<file path="config.mk">
export PLATFORM = sky130hd
export DESIGN_NAME = renameCore
export DESIGN_NICKNAME = d
export VERILOG_FILES = /design/src/design/renameTypesPkg.sv /design/src/design/robPkg.sv /design/src/design/robIf.sv /design/src/design/renameCore.sv /design/src/design/regfile.sv /design/src/design/commitUnit.sv /design/src/design/reorderBuffer.sv /design/src/design/tagAllocator.sv
export VERILOG_INCLUDE_DIRS = /design/src /design/src/design
export SDC_FILE = /design/constraint.sdc
export NUM_CORES = 2
export LEC_CHECK = 0
export BUFFER_PORTS_ARGS = -buffer_cell sky130_fd_sc_hd__buf_4
export CAP_MARGIN = 20
export CORE_UTILIZATION = 55
export CTS_BUF_LIST = sky130_fd_sc_hd__clkbuf_8
export DETAILED_ROUTE_END_ITERATION = 10
export GPL_ROUTABILITY_DRIVEN = 1
export PLACE_DENSITY_LB_ADDON = 0.3
export SKIP_LAST_GASP = 1
export SYNTH_ARGS = -nofsm -noshare
export SYNTH_HDL_FRONTEND = slang
export SYNTH_SLANG_ARGS = --single-unit
</file>
<file path="constraint.sdc">
create_clock -name clk -period 45.2 [get_ports clk]
set_input_delay 2.26 -clock clk [delete_from_list [all_inputs] [get_ports clk]]
set_output_delay 2.26 -clock clk [all_outputs]
set_load 0.1 [all_outputs]
</file>
<file path="src/design/core_params.svh">
`ifndef CORE_PARAMS_SVH
`define CORE_PARAMS_SVH

// architectural register count, register 0 is hardwired to zero
`define REG_COUNT 32

`define DATA_WIDTH 32

// tag 0 is reserved to mean the register holds committed data
`define TAG_WIDTH 4

`define ROB_DEPTH 8  // tag t lives in slot t-1

`endif
</file>
<file path="src/design/renameTypesPkg.sv">
`include "core_params.svh"

package renameTypesPkg;

    // architectural register name
    typedef logic [$clog2(`REG_COUNT)-1:0] regName_t;

    typedef logic [`DATA_WIDTH-1:0] data_t;

    // rename tag handed out by the allocator
    typedef logic [`TAG_WIDTH-1:0] tag_t;

    localparam tag_t TAG_FREE = '0;  // no pending writer

endpackage

</file>
<file path="src/design/robPkg.sv">
`include "core_params.svh"

package robPkg;
    import renameTypesPkg::*;

    typedef logic [$clog2(`ROB_DEPTH)-1:0] robSlot_t;

    typedef struct packed {
        regName_t dest;
        data_t    data;
        logic     ready;  // result has arrived
    } robEntry_t;

endpackage

</file>
<file path="src/design/robIf.sv">
`timescale 1ns/100ps

// allocation of a reorder slot at rename time
interface robAllocIf import renameTypesPkg::*; ();
    logic     push;     // one-cycle strobe, never while full
    regName_t destReg;
    tag_t     tag;
    logic     full;

    modport producer (
        output push, destReg, tag,
        input  full
    );

    modport buffer (
        input  push, destReg, tag,
        output full
    );
endinterface

// retire write into the architectural register file
interface commitWriteIf import renameTypesPkg::*; ();
    logic     en;
    regName_t name;
    data_t    data;
    tag_t     tag;

    modport source (output en, name, data, tag);

    modport sink (input en, name, data, tag);
endinterface

</file>
<file path="src/design/renameCore.sv">
`timescale 1ns/100ps

`include "core_params.svh"

module renameCore (
    input  logic                          clk,
    input  logic                          rst,
    input  logic                          rdy,
    input  logic                          instValid,
    input  logic [$clog2(`REG_COUNT)-1:0] instDest,
    input  logic [$clog2(`REG_COUNT)-1:0] instSrc1,
    input  logic [$clog2(`REG_COUNT)-1:0] instSrc2,
    input  logic                          resultValid,
    input  logic [`TAG_WIDTH-1:0]         resultTag,
    input  logic [`DATA_WIDTH-1:0]        resultData,
    input  logic [$clog2(`REG_COUNT)-1:0] readName,
    output logic                          instReady,
    output logic [`TAG_WIDTH-1:0]         instTag,
    output logic [`TAG_WIDTH-1:0]         src1Tag,
    output logic [`DATA_WIDTH-1:0]        src1Data,
    output logic [`TAG_WIDTH-1:0]         src2Tag,
    output logic [`DATA_WIDTH-1:0]        src2Data,
    output logic [`TAG_WIDTH-1:0]         readTag,
    output logic [`DATA_WIDTH-1:0]        readData,
    output logic                          commitValid,
    output logic [$clog2(`REG_COUNT)-1:0] commitReg,
    output logic [`DATA_WIDTH-1:0]        commitData
);
    // head entry is destination, data and ready bit
    localparam int EntryBits = $clog2(`REG_COUNT) + `DATA_WIDTH + 1;

    robAllocIf    alloc ();
    commitWriteIf cw ();

    logic                          enRename;
    logic [$clog2(`REG_COUNT)-1:0] renameReg;
    logic [`TAG_WIDTH-1:0]         renameTag;
    logic                          pop;
    logic                          headValid;
    logic [EntryBits-1:0]          headEntry;
    logic [`TAG_WIDTH-1:0]         headTag;

    tagAllocator i_tagAllocator (
        .clk, .rst, .rdy, .instValid, .instDest, .instReady, .instTag,
        .alloc(alloc.producer), .enRename, .renameReg, .renameTag
    );

    reorderBuffer i_reorderBuffer (
        .clk, .rst, .alloc(alloc.buffer), .resultValid, .resultTag, .resultData,
        .pop, .headValid, .headEntry, .headTag
    );

    commitUnit i_commitUnit (
        .rdy, .headValid, .headEntry, .headTag, .pop, .cw(cw.source),
        .commitValid, .commitReg, .commitData
    );

    // third port serves architectural state reads from outside
    regfile i_regfile (
        .clk, .rst, .cw(cw.sink), .enRename, .renameReg, .renameTag,
        .name1(instSrc1), .name2(instSrc2), .name3(readName),
        .tag1(src1Tag), .tag2(src2Tag), .tag3(readTag),
        .data1(src1Data), .data2(src2Data), .data3(readData)
    );
endmodule

</file>
<file path="src/design/regfile.sv">
`timescale 1ns/100ps

`include "core_params.svh"

module regfile import renameTypesPkg::*; (
    input  logic     clk,
    input  logic     rst,
    commitWriteIf.sink cw,
    input  logic     enRename,
    input  regName_t renameReg,
    input  tag_t     renameTag,
    input  regName_t name1,
    input  regName_t name2,
    input  regName_t name3,
    output tag_t     tag1,
    output tag_t     tag2,
    output tag_t     tag3,
    output data_t    data1,
    output data_t    data2,
    output data_t    data3
);
    data_t    dataArr [`REG_COUNT];
    tag_t     tagArr  [`REG_COUNT];
    regName_t names   [3];
    tag_t     tags    [3];
    data_t    datas   [3];
    logic     freeTag;

    // a younger rename carrying the same tag keeps the register pending
    assign freeTag = tagArr[cw.name] == cw.tag &&
                     !(enRename && renameReg == cw.name && renameTag == cw.tag);

    always_ff @(posedge clk or posedge rst) begin
        if (rst) begin
            for (int r = 0; r < `REG_COUNT; r++) begin
                dataArr[r] <= '0;
                tagArr[r]  <= TAG_FREE;
            end
        end else begin
            if (cw.en && cw.name != '0) begin
                dataArr[cw.name] <= cw.data;
                if (freeTag)
                    tagArr[cw.name] <= TAG_FREE;
            end
            // placed after the commit so a rename of the same register wins
            if (enRename && renameReg != '0)
                tagArr[renameReg] <= renameTag;
        end
    end

    assign names[0] = name1;
    assign names[1] = name2;
    assign names[2] = name3;

    // the value being committed this cycle is forwarded when it still owns the register
    for (genvar p = 0; p < 3; p++) begin : g_read
        logic hit;

        assign hit = cw.en && cw.name == names[p] && names[p] != '0 &&
                     cw.tag == tagArr[names[p]];

        assign tags[p]  = hit ? TAG_FREE : tagArr[names[p]];
        assign datas[p] = hit ? cw.data : dataArr[names[p]];
    end

    assign tag1  = tags[0];
    assign tag2  = tags[1];
    assign tag3  = tags[2];
    assign data1 = datas[0];
    assign data2 = datas[1];
    assign data3 = datas[2];
endmodule

</file>
<file path="src/design/commitUnit.sv">
`timescale 1ns/100ps

module commitUnit import renameTypesPkg::*; import robPkg::*; (
    input  logic      rdy,
    input  logic      headValid,
    input  robEntry_t headEntry,
    input  tag_t      headTag,
    output logic      pop,
    commitWriteIf.source cw,
    output logic      commitValid,
    output regName_t  commitReg,
    output data_t     commitData
);
    logic fire;

    // retire only the oldest entry and only once its result is in
    assign fire = rdy && headValid && headEntry.ready;

    assign pop = fire;

    assign cw.en   = fire;
    assign cw.name = headEntry.dest;
    assign cw.data = headEntry.data;
    assign cw.tag  = headTag;  // lets the register file tell if a younger rename owns it

    assign commitValid = fire;
    assign commitReg   = headEntry.dest;
    assign commitData  = headEntry.data;
endmodule

</file>
<file path="src/design/reorderBuffer.sv">
`timescale 1ns/100ps

`include "core_params.svh"

module reorderBuffer import renameTypesPkg::*; import robPkg::*; (
    input  logic      clk,
    input  logic      rst,
    robAllocIf.buffer alloc,
    input  logic      resultValid,
    input  tag_t      resultTag,
    input  data_t     resultData,
    input  logic      pop,
    output logic      headValid,
    output robEntry_t headEntry,
    output tag_t      headTag
);
    robEntry_t                   entries [`ROB_DEPTH];
    logic [`ROB_DEPTH-1:0]       busy;  // slot holds an outstanding instruction
    robSlot_t                    head;
    logic [$clog2(`ROB_DEPTH):0] count;
    robSlot_t                    pushSlot;
    robSlot_t                    resultSlot;
    logic                        resultHit;

    assign pushSlot   = robSlot_t'(alloc.tag - tag_t'(1));
    assign resultSlot = robSlot_t'(resultTag - tag_t'(1));

    // stray or stale tags must not touch a slot
    assign resultHit = resultValid && resultTag != TAG_FREE &&
                       resultTag <= tag_t'(`ROB_DEPTH) && busy[resultSlot];

    assign alloc.full = count == `ROB_DEPTH;

    assign headValid = busy[head];
    assign headEntry = entries[head];
    assign headTag   = tag_t'(head) + tag_t'(1);

    always_ff @(posedge clk) begin
        if (alloc.push)
            entries[pushSlot] <= '{dest: alloc.destReg, data: '0, ready: 1'b0};
        if (resultHit) begin
            entries[resultSlot].data  <= resultData;
            entries[resultSlot].ready <= 1'b1;
        end
    end

    always_ff @(posedge clk or posedge rst) begin
        if (rst) begin
            busy  <= '0;
            head  <= '0;
            count <= '0;
        end else begin
            if (alloc.push)
                busy[pushSlot] <= 1'b1;
            if (pop) begin
                busy[head] <= 1'b0;
                head       <= head + 1'b1;  // depth is a power of two so this wraps
            end
            case ({alloc.push, pop})
                2'b10:   count <= count + 1'b1;
                2'b01:   count <= count - 1'b1;
                default: count <= count;
            endcase
        end
    end
endmodule

</file>
<file path="src/design/tagAllocator.sv">
`timescale 1ns/100ps

`include "core_params.svh"

module tagAllocator import renameTypesPkg::*; (
    input  logic     clk,
    input  logic     rst,
    input  logic     rdy,
    input  logic     instValid,
    input  regName_t instDest,
    output logic     instReady,
    output tag_t     instTag,
    robAllocIf.producer alloc,
    output logic     enRename,
    output regName_t renameReg,
    output tag_t     renameTag
);
    tag_t nextTag;
    logic accept;

    assign instReady = rdy && !alloc.full;
    assign accept    = instValid && instReady;
    assign instTag   = nextTag;  // the tag this cycle's acceptance would take

    assign alloc.push    = accept;
    assign alloc.destReg = instDest;
    assign alloc.tag     = nextTag;

    // register 0 is filtered out in the register file, the slot is still taken
    assign enRename  = accept;
    assign renameReg = instDest;
    assign renameTag = nextTag;

    // tags run 1..ROB_DEPTH in order, 0 stays reserved
    always_ff @(posedge clk or posedge rst) begin
        if (rst) begin
            nextTag <= tag_t'(1);
        end else if (accept) begin
            if (nextTag == tag_t'(`ROB_DEPTH))
                nextTag <= tag_t'(1);
            else
                nextTag <= nextTag + tag_t'(1);
        end
    end
endmodule

</file>
==> flow_summary.toml <==
[pwr]
p_seq_share_pct = 34.8
p_leak_nw = 39.3
p_per_area_nw_per_um2 = 61.2
total_power_mw = 5.76
swShare_pct = 43.4
combPwrFrac_pct = 43.2
intPower_mw = 3.26
peakVddDrop_mv = 0.0622
switchingPower_mw = 2.50
clock_power_share_pct = 22.0

[clocking]
cts_setup_buffers = 0
numCtsBuffers = 275
cts-hold-fix-buffers = 0
h-tree-depth = 5
clk_latency_ps = 1020
cts_max_path_buffers = 4
cts_root_buffer = "clkbuf_8"
path_clk_slew_ps = 60
post_cts_resized = 0
clock-sinks = 1475
cts_tree = "yes"

[yosys]
ys_types = 76
synth-seq-area-share_pct = 44.8
ys_dominant_reg_cell = "dfrtp_1"
netlist_area_um2 = 85600
synthArstFlopShare_pct = 79.4
yosysWarnings = 0
ys_seq_elements = 1475
avgSynthCellArea_um2 = 12.3
synth_edf_count = 296
syn_nets = 7046
synthCells = 6977

[floorplanning]
fp.coreArea_um2 = 154000
die-area_um2 = 157000
pin_count = 212
fp.dieW_um = 397
die-height_um = 397
start_util_pct = 55.5
rows = 144

[worst_setup_path]
crit_end = "readData[1]"
cp_num_buf_inv = 5
crit_start = "readName[1]"
slowest_delay_ps = 980
cp_data_arrival_time_ps = 7940
rr_worst_depth = 13
crit_type = "primary input to primary output"
cp.required_ps = 42940
r2r-start = "i_reorderBuffer.head[2]$_DFFE_PP0P_"
crit_chain = "buf_8 -> buf_4 -> nand2_4 -> buf_4 -> o221ai_1 -> o22ai_1 -> nor3b_1 -> a31oi_1 -> nor4_4 -> buf_4 -> a211oi_1 -> a21oi_1 -> buf_4"
r2r_slack_ps = 37180
cp_common_cell = "buf_4"
cp-end-kind = "primary output"
worst_setup_path_start_kind = "primary input"
slowest_stage = "buf_4"
critical_path_peak_fanout = 82
r2r-end = "i_regfile.tagArr[44]$_DFF_PP0_"
cp.depth = 13
crit_family = "buffers and inverters"

[place]
io_buffers = 211
dp.cells = 8633
place_congestion = 0.951
dp_hpwl_um = 168000

[layout]
stdcell_count = 9103
area_delta_synth_final_pct = 9.82
mostFrequentLayoutCell = "dfrtp_1"
mostFrequentLayoutCells = "dfrtp_1, a21oi_1, nor2_1"
drive_gt1_share_pct = 27.3
nets = 6937
utilization_pct = 61.0

[hold_path]
hp-start = "i_regfile.dataArr[1012]$_DFFE_PP0P_"
worst_hold_path_type = "flip-flop to flip-flop"
holdPathStages = 0

[sta]
worst_pin_slew_ps = 1290
fin_skew_ps = 84.5
relSlewSlack_pct = 13.8
rsz0062_at_grt = "no"
fin_tns_setup_ps = 0
setup_viol = 0
slew_violations = 0
finalCritPeriodShare_pct = 22.6
hold_violations = 0
max_freq_ghz = 0.0981
worst_hold_slack_ps = 420
period_needed_ps = 10200

[global_routing]
globalRoute.totalOverflow = 0
grt_util_all_layers_pct = 37.3
grt_max_degree = 173
grt_pass1_vias = 64700
antenna_found_initial = 13
grt_pass1_wl_um = 430000

[routing]
drc = 0
drtPass1Iterations = 8
routedWlPerCell_um = 32.0
routed_wl_um = 291000
initialDrtViolationCount = 8449
num_vias = 64900
via_per_inst = 7.13
antenna_left = 0

[outcome]
outcome = "finished clean"

[run]
max-cap-violations = 0
## sequential cells by signal, summed over array words and instances, names as in the netlist
register and flops:
i_regfile.dataArr 1024, i_regfile.tagArr 128, i_reorderBuffer.busy 8, i_reorderBuffer.count 4, i_reorderBuffer.entries 304, i_reorderBuffer.head 3, i_tagAllocator.alloc.tag 4
## per-stage QoR
stage | cell area [um2] | setup WS, ps
final | 94000 | 35000
after floorplan | 85600 | 9960
after CTS | 94000 | 35170
after global routing | 94000 | 34830
after global placement | 88800 | 35170
after detailed placement | 88800 | 35170
## metal layers
metal	track usage, %	up-vias	share of wire [%]
met5	0	-	0.027
li1	-	26300	-
met1	49.1	32700	35
met4	22.3	12	6.9
met3	10.2	1271	13
met2	55.8	4677	45
## power by group through the flow
stage / Sequential, mW / Clock (mW) / Combinational [mW]
2_1_floorplan: 1.90 / 0 / 1.81
3_3_place_gp: 1.99 / 0 / 2.40
3_5_place_dp: 2.01 / 0 / 2.44
4_1_cts: 1.99 / 1.27 / 2.44
5_1_grt: 2.05 / 1.33 / 2.59
6_report: 2.01 / 1.26 / 2.49
## cell usage after synthesis (7+ instances only)
cell,n,area (um2)
or2_2,10,62.6
nor3_1,14,70.1
o21ai_0,24,120
mux4_2,1005,22600
nand2b_1,29,181
dfrtp_1,1170,29300
mux2_2,67,754
mux2i_1,401,4010
a221oi_1,27,236
a21oi_1,1089,5450
dfxtp_1,8,160
and3_1,7,43.8
buf_2,78,390
inv_1,58,218
buf_1,136,510
a211oi_1,88,661
mux2_1,11,124
nor2b_1,70,438
clkbuf_1,531,1990
xor2_1,15,131
ha_1,7,87.6
a221o_1,35,350
nand3_1,14,70.1
xnor2_1,25,219
nor4_1,7,43.8
and2_1,261,1630
a31oi_1,132,826
buf_6,12,135
o211ai_1,24,180
nor2_1,1058,3970
edfxtp_1,296,8890
o221ai_1,24,210
nand2_1,111,417
o22ai_1,54,338
## worst min-delay path by stage
| stage | end | slack [ps] |
|---|---|---|
| after global routing | i_regfile.dataArr[993]$_DFFE_PP0P_ | 430 |
| final | i_regfile.dataArr[1012]$_DFFE_PP0P_ | 420 |
| after CTS | i_regfile.dataArr[1015]$_DFFE_PP0P_ | 420 |
| after global placement | i_regfile.dataArr[1022]$_DFFE_PP0P_ | 390 |
| after floorplan | i_reorderBuffer.entries[6][0]$_SDFFE_PP1P_ | 420 |
| after detailed placement | i_regfile.dataArr[1015]$_DFFE_PP0P_ | 410 |
## worst register-to-register path, cell delays in order, from the launching register on
cell and delay [ps]:
dfrtp_4 900, buf_4 710, mux2i_1 360, mux4_2 460, buf_4 700, clkinv_1 940
nor2_4 630, a221oi_1 240, or4b_4 620, a2111oi_4 420, xor2_1 210, and4_4 700
buf_4 710, a31oi_1 230
## cells by family (layout without fill, tap and decap cells)
logic type / after synthesis / after routing / share of synthesized area, %
adder cells (fa/ha/maj): 8 / 8 / 0.126
multiplexers: 1487 / 1487 / 32.2
AO/OA/AOI/OAI: 1539 / 1539 / 10.2
AND/OR/NAND/NOR: 1604 / 1604 / 8.33
flip-flops: 1475 / 1475 / 44.8
buffers and inverters: 824 / 899 / 3.87
XOR/XNOR: 40 / 40 / 0.409
other: 0 / 7 / 0
## area by class of cell
cell class | count | area, um2
Fill cell | 11900 | 60200
Multi-Input combinational cell | 4678 | 44600
Sequential cell | 1475 | 38400
Clock buffer | 329 | 4530
Timing Repair Buffer | 377 | 2990
Tap cell | 2044 | 2560
Clock inverter | 132 | 673
Inverter | 61 | 244
Antenna cell | 7 | 17.5
Power figures use the tool's default switching activity.
